===== src/imm_disp_pkg.sv =====
package imm_disp_pkg;

   // window and result sizes
   localparam int WIN_BYTES = 8;
   localparam int IMM_W     = 48;
   localparam int DISP_W    = 32;

   // apb widths
   localparam int APB_AW = 8;
   localparam int APB_DW = 32;

   typedef enum logic [1:0] {
      OPSZ_16 = 2'd0,
      OPSZ_32 = 2'd1,
      OPSZ_48 = 2'd2
   } opsz_e;

   typedef enum logic [1:0] {
      S_IDLE   = 2'd0,
      S_ALIGN  = 2'd1,
      S_EXTEND = 2'd2,
      S_DONE   = 2'd3
   } ctrl_state_e;

   // aligner to extender, fields sit at bit 0 but are not masked yet
   typedef struct packed {
      logic              valid;
      logic [IMM_W-1:0]  imm_raw;
      logic [DISP_W-1:0] disp_raw;
      logic [3:0]        imm_bytes;
      logic [3:0]        disp_bytes;
      opsz_e             opsz;
   } aligned_t;

   typedef struct packed {
      logic              valid;
      logic [IMM_W-1:0]  imm;
      logic [DISP_W-1:0] disp;
   } field_result_t;

   // register byte offsets
   localparam logic [APB_AW-1:0] REG_WIN_HI = 8'h00;
   localparam logic [APB_AW-1:0] REG_WIN_LO = 8'h04;
   localparam logic [APB_AW-1:0] REG_CTRL   = 8'h08;
   localparam logic [APB_AW-1:0] REG_STATUS = 8'h0C;
   localparam logic [APB_AW-1:0] REG_IMM_LO = 8'h10;
   localparam logic [APB_AW-1:0] REG_IMM_HI = 8'h14;
   localparam logic [APB_AW-1:0] REG_DISP   = 8'h18;

endpackage


===== src/decode_req_if.sv =====
interface decode_req_if;
   import imm_disp_pkg::*;

   // one-cycle request strobe
   logic                   valid;
   // byte 0 of the window in the top byte
   logic [WIN_BYTES*8-1:0] window;
   logic [3:0]             disp_bytes;
   logic [3:0]             imm_bytes;
   opsz_e                  opsz;

   modport ctrl (
      output valid,
      output window,
      output disp_bytes,
      output imm_bytes,
      output opsz
   );

   modport aligner (
      input valid,
      input window,
      input disp_bytes,
      input imm_bytes,
      input opsz
   );

endinterface


===== src/byte_shifter_right.sv =====
module byte_shifter_right #(
   parameter int NBYTES = 8
) (
   input  logic [NBYTES*8-1:0]       in,
   output logic [NBYTES*8-1:0]       out,
   input  logic [$clog2(NBYTES)-1:0] shift_amount
);

   // each output byte picks the input byte shift_amount above it
   always_comb begin
      out = '0;
      for (int i = 0; i < NBYTES; i++) begin
         // bytes shifted in from past the top stay zero
         if (i + int'(shift_amount) < NBYTES) begin
            out[i*8 +: 8] = in[(i + int'(shift_amount))*8 +: 8];
         end
      end
   end

endmodule


===== src/field_aligner.sv =====
module field_aligner (
   input  logic                   clk,
   input  logic                   rst_n,
   decode_req_if.aligner          req,
   output imm_disp_pkg::aligned_t aligned
);
   import imm_disp_pkg::*;

   logic [WIN_BYTES*8-1:0] win_le;
   logic [WIN_BYTES*8-1:0] imm_shifted;
   logic [WIN_BYTES*8-1:0] disp_shifted;
   logic                   valid_q;
   logic [IMM_W-1:0]       imm_q;
   logic [DISP_W-1:0]      disp_q;
   logic [3:0]             imm_bytes_q;
   logic [3:0]             disp_bytes_q;
   opsz_e                  opsz_q;

   // endian swap, window byte 0 goes to bits 7:0
   always_comb begin
      for (int i = 0; i < WIN_BYTES; i++) begin
         win_le[i*8 +: 8] = req.window[(WIN_BYTES-1-i)*8 +: 8];
      end
   end

   // immediate follows the displacement bytes
   byte_shifter_right #(.NBYTES(WIN_BYTES)) imm_shift_i (
      .in           (win_le),
      .out          (imm_shifted),
      .shift_amount (req.disp_bytes[2:0])
   );

   // displacement already starts at byte 0
   byte_shifter_right #(.NBYTES(WIN_BYTES)) disp_shift_i (
      .in           (win_le),
      .out          (disp_shifted),
      .shift_amount (3'd0)
   );

   always_ff @(posedge clk) begin
      if (!rst_n) begin
         valid_q <= 1'b0;
      end else begin
         valid_q <= req.valid;
      end
   end

   always_ff @(posedge clk) begin
      if (req.valid) begin
         imm_q        <= imm_shifted[IMM_W-1:0];
         disp_q       <= disp_shifted[DISP_W-1:0];
         imm_bytes_q  <= req.imm_bytes;
         disp_bytes_q <= req.disp_bytes;
         opsz_q       <= req.opsz;
      end
   end

   always_comb begin
      aligned.valid      = valid_q;
      aligned.imm_raw    = imm_q;
      aligned.disp_raw   = disp_q;
      aligned.imm_bytes  = imm_bytes_q;
      aligned.disp_bytes = disp_bytes_q;
      aligned.opsz       = opsz_q;
   end

endmodule


===== src/field_extender.sv =====
module field_extender (
   input  logic                        clk,
   input  logic                        rst_n,
   input  imm_disp_pkg::aligned_t      aligned,
   output imm_disp_pkg::field_result_t res
);
   import imm_disp_pkg::*;

   logic [2:0]             imm_gap;
   logic [1:0]             disp_gap;
   logic [WIN_BYTES*8-1:0] imm_mask;
   logic [DISP_W-1:0]      disp_mask;
   logic [IMM_W-1:0]       imm_ext;
   logic [DISP_W-1:0]      disp_ext;
   logic [IMM_W-1:0]       imm_val;
   logic [DISP_W-1:0]      disp_val;
   logic                   valid_q;
   logic [IMM_W-1:0]       imm_q;
   logic [DISP_W-1:0]      disp_q;

   // bytes missing from a full 6-byte immediate
   assign imm_gap  = 3'd6 - aligned.imm_bytes[2:0];
   // 4 - disp_bytes, modulo 4
   assign disp_gap = 2'd0 - aligned.disp_bytes[1:0];

   // ones over the low 48 bits, shifted down to imm_bytes bytes
   byte_shifter_right #(.NBYTES(WIN_BYTES)) imm_mask_i (
      .in           ({{(WIN_BYTES*8-IMM_W){1'b0}}, {IMM_W{1'b1}}}),
      .out          (imm_mask),
      .shift_amount (imm_gap)
   );

   // zero-length disp gives all ones here, cleared below
   byte_shifter_right #(.NBYTES(DISP_W/8)) disp_mask_i (
      .in           ({DISP_W{1'b1}}),
      .out          (disp_mask),
      .shift_amount (disp_gap)
   );

   // sign extension only for 1-byte fields
   always_comb begin
      imm_ext  = '0;
      disp_ext = '0;
      if (aligned.imm_bytes == 4'd1) begin
         if (aligned.opsz == OPSZ_16) begin
            imm_ext[15:8] = {8{aligned.imm_raw[7]}};
         end else begin
            imm_ext[31:8] = {24{aligned.imm_raw[7]}};
         end
      end
      if (aligned.disp_bytes == 4'd1) begin
         disp_ext[31:8] = {24{aligned.disp_raw[7]}};
      end
   end

   assign imm_val  = (aligned.imm_raw & imm_mask[IMM_W-1:0]) | imm_ext;
   assign disp_val = (aligned.disp_bytes == 4'd0) ? '0
                                                  : (aligned.disp_raw & disp_mask) | disp_ext;

   always_ff @(posedge clk) begin
      if (!rst_n) begin
         valid_q <= 1'b0;
      end else begin
         valid_q <= aligned.valid;
      end
   end

   always_ff @(posedge clk) begin
      if (aligned.valid) begin
         imm_q  <= imm_val;
         disp_q <= disp_val;
      end
   end

   always_comb begin
      res.valid = valid_q;
      res.imm   = imm_q;
      res.disp  = disp_q;
   end

endmodule


===== src/decode_ctrl.sv =====
module decode_ctrl (
   input  logic                            clk,
   input  logic                            rst_n,
   input  logic [imm_disp_pkg::APB_AW-1:0] paddr,
   input  logic                            psel,
   input  logic                            penable,
   input  logic                            pwrite,
   input  logic [imm_disp_pkg::APB_DW-1:0] pwdata,
   output logic [imm_disp_pkg::APB_DW-1:0] prdata,
   output logic                            pslverr,
   decode_req_if.ctrl                      req,
   input  imm_disp_pkg::field_result_t     res
);
   import imm_disp_pkg::*;

   ctrl_state_e       state_q;
   logic [31:0]       win_hi_q;
   logic [31:0]       win_lo_q;
   logic [3:0]        disp_bytes_q;
   logic [3:0]        imm_bytes_q;
   opsz_e             opsz_q;
   logic              req_valid_q;
   logic              done_q;
   logic              err_q;
   logic [IMM_W-1:0]  imm_q;
   logic [DISP_W-1:0] disp_q;
   logic              busy;
   logic              access;
   logic              addr_hit;
   logic              read_only;
   logic              wr_en;
   logic              ctrl_wr;
   logic              start;
   logic              len_ok;
   logic [3:0]        wr_disp;
   logic [3:0]        wr_imm;
   logic [4:0]        len_sum;

   assign busy   = (state_q == S_ALIGN) || (state_q == S_EXTEND);
   assign access = psel && penable;

   // address decode
   always_comb begin
      addr_hit  = 1'b0;
      read_only = 1'b0;
      case (paddr)
         REG_WIN_HI, REG_WIN_LO, REG_CTRL: begin
            addr_hit = 1'b1;
         end
         REG_STATUS, REG_IMM_LO, REG_IMM_HI, REG_DISP: begin
            addr_hit  = 1'b1;
            read_only = 1'b1;
         end
         default: addr_hit = 1'b0;
      endcase
   end

   // CTRL write while busy is rejected too
   assign pslverr = access && (!addr_hit ||
                    (pwrite && (read_only || (paddr == REG_CTRL && busy))));
   assign wr_en   = access && pwrite && !pslverr;
   assign ctrl_wr = wr_en && (paddr == REG_CTRL);
   assign start   = ctrl_wr && pwdata[31];

   // length check on the value being written
   assign wr_disp = pwdata[3:0];
   assign wr_imm  = pwdata[7:4];
   assign len_sum = {1'b0, wr_disp} + {1'b0, wr_imm};
   assign len_ok  = (wr_disp inside {4'd0, 4'd1, 4'd4}) &&
                    (wr_imm inside {4'd0, 4'd1, 4'd2, 4'd4, 4'd6}) &&
                    (len_sum <= 5'd8);

   always_ff @(posedge clk) begin
      if (wr_en && paddr == REG_WIN_HI) begin
         win_hi_q <= pwdata;
      end
      if (wr_en && paddr == REG_WIN_LO) begin
         win_lo_q <= pwdata;
      end
   end

   always_ff @(posedge clk) begin
      if (!rst_n) begin
         disp_bytes_q <= '0;
         imm_bytes_q  <= '0;
         opsz_q       <= OPSZ_16;
      end else if (ctrl_wr) begin
         disp_bytes_q <= wr_disp;
         imm_bytes_q  <= wr_imm;
         opsz_q       <= opsz_e'(pwdata[9:8]);
      end
   end

   // sequencing, results captured on res.valid
   always_ff @(posedge clk) begin
      if (!rst_n) begin
         state_q     <= S_IDLE;
         req_valid_q <= 1'b0;
         done_q      <= 1'b0;
         err_q       <= 1'b0;
         imm_q       <= '0;
         disp_q      <= '0;
      end else begin
         req_valid_q <= 1'b0;
         case (state_q)
            S_IDLE, S_DONE: begin
               state_q <= S_IDLE;
               if (start && len_ok) begin
                  state_q     <= S_ALIGN;
                  req_valid_q <= 1'b1;
                  done_q      <= 1'b0;
                  err_q       <= 1'b0;
               end else if (start) begin
                  // bad lengths finish at once with zero results
                  state_q <= S_DONE;
                  done_q  <= 1'b1;
                  err_q   <= 1'b1;
                  imm_q   <= '0;
                  disp_q  <= '0;
               end
            end
            S_ALIGN: state_q <= S_EXTEND;
            S_EXTEND: begin
               if (res.valid) begin
                  state_q <= S_DONE;
                  imm_q   <= res.imm;
                  disp_q  <= res.disp;
                  done_q  <= 1'b1;
               end
            end
            default: state_q <= S_IDLE;
         endcase
      end
   end

   assign req.valid      = req_valid_q;
   assign req.window     = {win_hi_q, win_lo_q};
   assign req.disp_bytes = disp_bytes_q;
   assign req.imm_bytes  = imm_bytes_q;
   assign req.opsz       = opsz_q;

   // read mux, start reads back as 0
   always_comb begin
      case (paddr)
         REG_WIN_HI: prdata = win_hi_q;
         REG_WIN_LO: prdata = win_lo_q;
         REG_CTRL:   prdata = {22'b0, opsz_q, imm_bytes_q, disp_bytes_q};
         REG_STATUS: prdata = {29'b0, err_q, done_q, busy};
         REG_IMM_LO: prdata = imm_q[31:0];
         REG_IMM_HI: prdata = {16'b0, imm_q[IMM_W-1:32]};
         REG_DISP:   prdata = disp_q;
         default:    prdata = '0;
      endcase
   end

endmodule


===== src/imm_disp_top.sv =====
module imm_disp_top (
   input  logic                            clk,
   input  logic                            rst_n,
   input  logic [imm_disp_pkg::APB_AW-1:0] paddr,
   input  logic                            psel,
   input  logic                            penable,
   input  logic                            pwrite,
   input  logic [imm_disp_pkg::APB_DW-1:0] pwdata,
   output logic [imm_disp_pkg::APB_DW-1:0] prdata,
   output logic                            pready,
   output logic                            pslverr
);
   import imm_disp_pkg::*;

   aligned_t      aligned;
   field_result_t res;

   decode_req_if req_if ();

   // zero wait states on every transfer
   assign pready = 1'b1;

   decode_ctrl decode_ctrl_i (
      .clk     (clk),
      .rst_n   (rst_n),
      .paddr   (paddr),
      .psel    (psel),
      .penable (penable),
      .pwrite  (pwrite),
      .pwdata  (pwdata),
      .prdata  (prdata),
      .pslverr (pslverr),
      .req     (req_if.ctrl),
      .res     (res)
   );

   // stage 1, swap and shift
   field_aligner field_aligner_i (
      .clk     (clk),
      .rst_n   (rst_n),
      .req     (req_if.aligner),
      .aligned (aligned)
   );

   // stage 2, mask and extend
   field_extender field_extender_i (
      .clk     (clk),
      .rst_n   (rst_n),
      .aligned (aligned),
      .res     (res)
   );

endmodule


===== config.mk =====
export PLATFORM = sky130hd
export DESIGN_NAME = imm_disp_top
export DESIGN_NICKNAME = d
export VERILOG_FILES = /design/src/imm_disp_pkg.sv /design/src/decode_req_if.sv /design/src/byte_shifter_right.sv /design/src/field_aligner.sv /design/src/field_extender.sv /design/src/decode_ctrl.sv /design/src/imm_disp_top.sv
export SDC_FILE = /design/constraint.sdc
export NUM_CORES = 1
export LEC_CHECK = 0
export BUFFER_PORTS_ARGS = -buffer_cell sky130_fd_sc_hd__buf_2
export CAP_MARGIN = 0
export CORE_ASPECT_RATIO = 1.25
export CORE_UTILIZATION = 37
export CTS_CLUSTER_DIAMETER = 80
export DETAILED_ROUTE_END_ITERATION = 7
export PLACE_DENSITY = 0.59
export REMOVE_ABC_BUFFERS = 1
export SLEW_MARGIN = 20
export SYNTH_ARGS = -nofsm -noshare
export SYNTH_HDL_FRONTEND = slang
export SYNTH_HIERARCHICAL = 1
export SYNTH_SLANG_ARGS = --single-unit

===== constraint.sdc =====
create_clock -name clk -period 3.6 [get_ports clk]
set_input_delay 0.18 -clock clk [delete_from_list [all_inputs] [get_ports clk]]
set_output_delay 0.18 -clock clk [all_outputs]
set_load 0.01 [all_outputs]

-- Word-level counts from Yosys, hierarchy flattened
Index checks and enable logic that the tools add are counted.
- add/subtract/negate cells: 16
- $mul: 0
- div/mod/pow operators: 0
- order comparisons: 17
- equal/unequal tests: 21
- shifts and indexed selects: 16
- muxes and demuxes: 33
- bitwise gates (word level): 4
- reduce and logical (&&, ||, !) cells: 35
- operators by type and width (operator ; count):
    variable part select 64 x 8 -> 8 bit ; 5
    variable part select 64 x 8 -> 8 bit, first input constant ; 5
    less-than comparator 32 x 5 -> 1 bit, second input constant ; 7
    one-hot mux 32 bit (7 select lines) ; 1
    two-way mux 48 bit ; 3
    less-than comparator 32 x 4 -> 1 bit, second input constant ; 3
    two-way mux 32 bit ; 3
    one-hot mux 48 bit (2 select lines) ; 1
    variable part select 32 x 7 -> 8 bit, first input constant ; 3
    two-way mux 8 bit ; 10
    one-hot mux 32 bit (2 select lines) ; 1
    variable part select 64 x 7 -> 8 bit ; 1
    variable part select 64 x 7 -> 8 bit, first input constant ; 1
    bitwise AND 48 bit ; 1
    two-way mux 24 bit ; 2
    bitwise OR 48 x 32 -> 48 bit ; 1
    bitwise AND 32 bit ; 1
    bitwise OR 32 bit ; 1
    variable part select 32 x 6 -> 8 bit, first input constant ; 1
    equality test 8 x 5 -> 1 bit, second input constant ; 3
    adder 2 x 3 -> 4 bit, first input constant ; 4
    adder 3 x 3 -> 4 bit, first input constant ; 4
    equality test 4 x 1 -> 1 bit, second input constant ; 4
    equality test 8 x 4 -> 1 bit, second input constant ; 2
    other kinds (38) ; 74
- bits in registers: 331
- bits in latches: 0
- RAM bits: 0
- memory bits (read-only): 0
- bits of input ports: 45
- output and inout bits: 34
- memories: 0

-- Depth between registers and ports, before layout
- word-level depth: 14
- mapped depth: 10
- depth with buffers taken out: 7

-- Hierarchy
The synthesis kept the hierarchy.
- modules (own cells, without submodules) (module ; times used ; cells each ; area an instance (sq um)):
    decode_ctrl ; 1 ; 541 ; 6545.0
    byte_shifter_right (field_aligner_i.disp_shift_i ...) ; 2 ; 220 ; 1765.4
    field_extender ; 1 ; 234 ; 3288.2
    field_aligner ; 1 ; 94 ; 2740.1
    byte_shifter_right (field_extender_i.imm_mask_i) ; 1 ; 219 ; 1771.7
    byte_shifter_right (field_extender_i.disp_mask_i) ; 1 ; 65 ; 568.0
    imm_disp_top ; 1 ; 2 ; 11.3

-- Worst setup path before layout
No wires, ideal clock.
- kind: reg-to-reg
- start: reg decode_ctrl_i.state_q[0]
- end: reg decode_ctrl_i.win_hi_q[0], enable pin
- library setup time: 421 ps
- data arrival time: 2972 ps
- required time: 3179 ps
- setup slack: 207 ps
- stages on the path, launching flop included: 9
- buffers on the path: 1
- period minus slack after synthesis: 3393 ps
- path through: dfxtp_1 inv_1 ha_1 clkbuf_1 inv_1 o21ai_1 nand2b_1 or4_1 nor2_1
- cells in the longest elaborated chain, start to end: 10
- ends and longest elaborated chain (item ; RTL line ; RTL):
    start: declaration ; decode_ctrl.sv:16 ; ctrl_state_e state_q;
    start signal: assignment ; decode_ctrl.sv:97 ; state_q <= S_IDLE;
    start signal: assignment ; decode_ctrl.sv:107 ; state_q <= S_IDLE;
    start signal: assignment ; decode_ctrl.sv:109 ; state_q <= S_ALIGN;
    equality test 2 x 1 -> 1 bit / equality test 2 bit (equally long branches) ; decode_ctrl.sv:39 ; assign busy = (state_q == S_ALIGN) || (state_q == S_EXTEND);
    logical OR 1 bit * ; decode_ctrl.sv:39 ;
    logical AND 1 bit * ; decode_ctrl.sv:60 ; (pwrite && (read_only || (paddr == REG_CTRL && busy))));
    logical OR 1 bit * ; decode_ctrl.sv:60 ;
    logical AND 1 bit * ; decode_ctrl.sv:60 ;
    logical OR 1 bit * ; decode_ctrl.sv:59 ; assign pslverr = access && (!addr_hit ||
    logical AND 1 bit * ; decode_ctrl.sv:59 ;
    logical NOT 1 bit * ; decode_ctrl.sv:61 ; assign wr_en = access && pwrite && !pslverr;
    logical AND 1 bit * ; decode_ctrl.sv:61 ;
    logical AND 1 bit * ; decode_ctrl.sv:74 ; if (wr_en && paddr == REG_WIN_HI) begin
    end signal: assignment ; decode_ctrl.sv:75 ; win_hi_q <= pwdata;
    end: declaration ; decode_ctrl.sv:17 ; logic [31:0] win_hi_q;
Every way passes the cells marked *; elsewhere a longest branch is shown, timed or not.
A chain may end at the register's enable or synchronous reset.

-- Worst setup path after layout
- start: in pwdata[0] (netlist name)
- end: reg decode_ctrl_i.imm_q[19]
- cells in the longest elaborated chain, start to end: 7
- ends and longest elaborated chain (item ; RTL line ; RTL):
    start: declaration ; imm_disp_top.sv:8 ; input logic [imm_disp_pkg::APB_DW-1:0] pwdata,
    branches (longest 3 deep; another with adder 4 x 4 -> 5 bit) ; n/a ;
    logical AND 1 bit * ; decode_ctrl.sv:70 ; (wr_imm inside {4'd0, 4'd1, 4'd2, 4'd4, 4'd6}) &&
    logical AND 1 bit * ; decode_ctrl.sv:108 ; if (start && len_ok) begin
    != test 2 bit (no line) * ; n/a ;
    AND reduction 4 bit (no line) * ; n/a ;
    end signal: assignment ; decode_ctrl.sv:126 ; imm_q <= res.imm;
    end: declaration ; decode_ctrl.sv:25 ; logic [IMM_W-1:0] imm_q;
Mark *: on every way between the ends.

==> results.sh <==
export IMPL_finalHoldViolCount=0
export IMPL_syn_area_um2=18100
export IMPL_clkSinkCount=331
export IMPL_clk_latency_ns=0.53
export IMPL_n_antenna_cell=0
export IMPL_io_pins=79
export IMPL_crit_end="decode_ctrl_i/imm_q[19]"
export IMPL_fin_crit_ns=3.01
export IMPL_placement_rows=90
export IMPL_r2r_start="field_aligner_i/imm_bytes_q[0]"
export IMPL_path_cells="dlygate4sd3_1 -> buf_2 -> ha_1 -> fa_1 -> nand2_1 -> a211oi_2 -> a211oi_2 -> o41a_2 -> buf_4 -> a22o_1"
export IMPL_synthCells=1523
export IMPL_drt_wl_total_um=55600
export IMPL_start_util_pct=37.5
export IMPL_postLayoutCellArea_um2=21100
export IMPL_reg2reg_setup_slack_ns=0.88
export IMPL_required_ns=4.07
export IMPL_cts_tree="yes"
export IMPL_grt_pass1_wl_um=82200
export IMPL_dp_cells=2368
export IMPL_drtIter0Drc=1367
export IMPL_tns_ns=0
export IMPL_crit_path_top_delay_cell="buf_4"
export IMPL_endpoint_kind="register"
export IMPL_dpl_hpwl_um=39500
export IMPL_cp_num_cells=10
export IMPL_p_leak_uw=0.00829
export IMPL_die_area_um2=49900
export IMPL_antenna_found_initial=0
export IMPL_nFillCells=4477
export IMPL_die_w_um=200
export IMPL_status="finished clean"
export IMPL_powerDensity_nw_per_um2=418
export IMPL_max_stage_delay_ns=0.67
export IMPL_coreArea_um2=48300
export IMPL_die_y_um=249
export IMPL_layout_drive_gt1_share_pct=15.4
export IMPL_setup_viol_count_final=0
export IMPL_rsz0062_at_grt="no"
export IMPL_cp_start_kind="primary input"
export IMPL_crit_family="buffers and inverters"
export IMPL_worst_path_max_fanout=80
export IMPL_clockBufferDepth=3
export IMPL_crit_buf_inv=3
export IMPL_grt_pass1_vias=13000
export IMPL_grt_max_degree=81
export IMPL_finalPower_uw=8810
export IMPL_finClkSkew_ns=0.0150
export IMPL_area_delta_synth_final_pct=16.4
export IMPL_clk_pin_slew_ns=0.07
export IMPL_finalCritPeriodShare_pct=83.5
export IMPL_stdcell_count=2463
export IMPL_placed_area_um2=19500
export IMPL_htree_levels=2
export IMPL_overflow=0
export IMPL_final_antenna_net_count=0
export IMPL_io_buffers=77
export IMPL_crit_type="primary input to register"
export IMPL_cts_made_buffers=35
export IMPL_place_gp_congestion=0.895
export IMPL_synth_avg_cell_area_um2=11.9
export IMPL_crit_start="pwdata[0]"
export IMPL_drcViolationCount=0
export IMPL_critPathArrivalTime_ns=3.48
export IMPL_drv_slew=0
export IMPL_nNetsFinal=1848
export IMPL_firstDrtPassIters=7
export IMPL_vias=13400
export IMPL_reg2reg_depth=5
export IMPL_drv_cap=0
export IMPL_reg2reg_to="field_extender_i/imm_q[0]"
export IMPL_fmax_mhz=332
export IMPL_ys_warnings_count=6
export IMPL_max_slew_margin_pct=25.7
export IMPL_vias_per_cell=5.46
export IMPL_hp_class="primary input to register"
export IMPL_grtUsageTotal_pct=22.2
export IMPL_post_cts_resized=0
export IMPL_crit_path_frequent_cell="a211oi_2"
export IMPL_post_drt_wl_per_cell_um=22.6
export IMPL_worstMarginPinSlew_ns=1.11
export IMPL_max_vdd_ir_drop_v=0.000296
export IMPL_cts_root_buf="clkbuf_16"
worst min-delay path by stage:
stage	start	to	slack, ns	depth (start not counted)
detailed placement	pwdata[23]	decode_ctrl_i/win_hi_q[23]	0.37	1
floorplan	pwdata[0]	decode_ctrl_i/win_hi_q[0]	0.28	0
finish	rst_n	decode_ctrl_i/done_q	0.08	3
CTS	rst_n	decode_ctrl_i/done_q	0.07	3
global placement	pwdata[14]	decode_ctrl_i/win_hi_q[14]	0.37	1
global route	rst_n	decode_ctrl_i/req.imm_bytes[2]	0.12	2
power by group:
part,leakage [uW],internal [uW],switching (uW)
sequential,0.00294,4050,3.00
combinational,0.00473,245,497
clock,0.000619,2460,1550
cell type report:
type	instances	area, um^2	area share (%)
clock buffers	42	976	4.63
clock inverters	21	304	1.44
inverters	19	71.3	0.338
multi-input cells	1263	8970	42.6
flip-flops and latches	331	8980	42.6
well taps	644	806	3.82
repair buffers	143	973	4.62
metrics by stage:
step	utilization [%]	setup slack, ns	hold slack (ns)
floorplan	-	-1.36	0.279
global placement	40.3	0.743	0.371
detailed placement	40.3	0.640	0.373
CTS	43.6	0.644	0.0697
global route	43.6	0.495	0.121
finish	43.6	0.592	0.0831
cells in the final DEF (no fill, tap or decap), types with 7 or more instances in the layout:
master and instances:
edfxtp_1 234, buf_4 33, dfxtp_1 94, o22a_1 31, ha_1 9, a222oi_1 29
and2_1 40, mux4_2 9, nor3_1 12, a2bb2oi_1 24, mux2_2 61, a22oi_1 37
conb_1 232, o22ai_1 8, and3_1 16, inv_1 14, clkbuf_16 38, nor2b_1 23
o2bb2ai_1 8, o21ai_1 22, buf_2 77, dlygate4sd3_1 32, a21oi_2 11, clkinv_1 7
a221oi_1 13, a221o_1 8, a21oi_1 62, nand2_1 115, o21ai_0 58, nor2_1 49
bufinv_16 7, mux2i_1 194, a211oi_1 7, a22o_1 102
timing repair:
item | in CTS | in global routing
endpoints found under the hold margin | 71 | 0
buffers inserted | 0 | 0
endpoints found under the setup margin | 0 | 0
hold buffers | 32 | 0
worst reg2reg max path: cells and delay by family (launching register included):
kind                   cells  cell delay [ns]
and+or+nand+nor            1             0.21
AOI/OAI and AO/OA          1             0.43
DFF                        1             0.38
buffers and inverters      2             1.33
muxes                      1             0.24
layer usage:
metal  up-vias  track usage, %  part of all wire (%)
met3       119            2.84                   6.3
met4         0            10.7                   4.9
met5         -               0                     0
met1      6525            29.3                    41
met2       552            35.9                    47
li1       6245               -                     -
registers in the layout (all words and copies together) (netlist names), 2 cells and up:
| signal | flops |
|---|---|
| field_aligner_i/imm_bytes_q | 4 |
| field_aligner_i/disp_bytes_q | 4 |
| field_aligner_i/opsz_q | 2 |
| field_aligner_i/disp_q | 32 |
| decode_ctrl_i/req.opsz | 2 |
| decode_ctrl_i/imm_q | 48 |
| decode_ctrl_i/disp_q | 32 |
| decode_ctrl_i/win_lo_q | 32 |
| field_extender_i/imm_q | 48 |
| decode_ctrl_i/req.imm_bytes | 4 |
| field_aligner_i/imm_q | 48 |
| decode_ctrl_i/state_q | 2 |
| decode_ctrl_i/req.disp_bytes | 4 |
| field_extender_i/disp_q | 32 |
| decode_ctrl_i/win_hi_q | 32 |
Note: power is estimated with default switching activity, not from simulation.
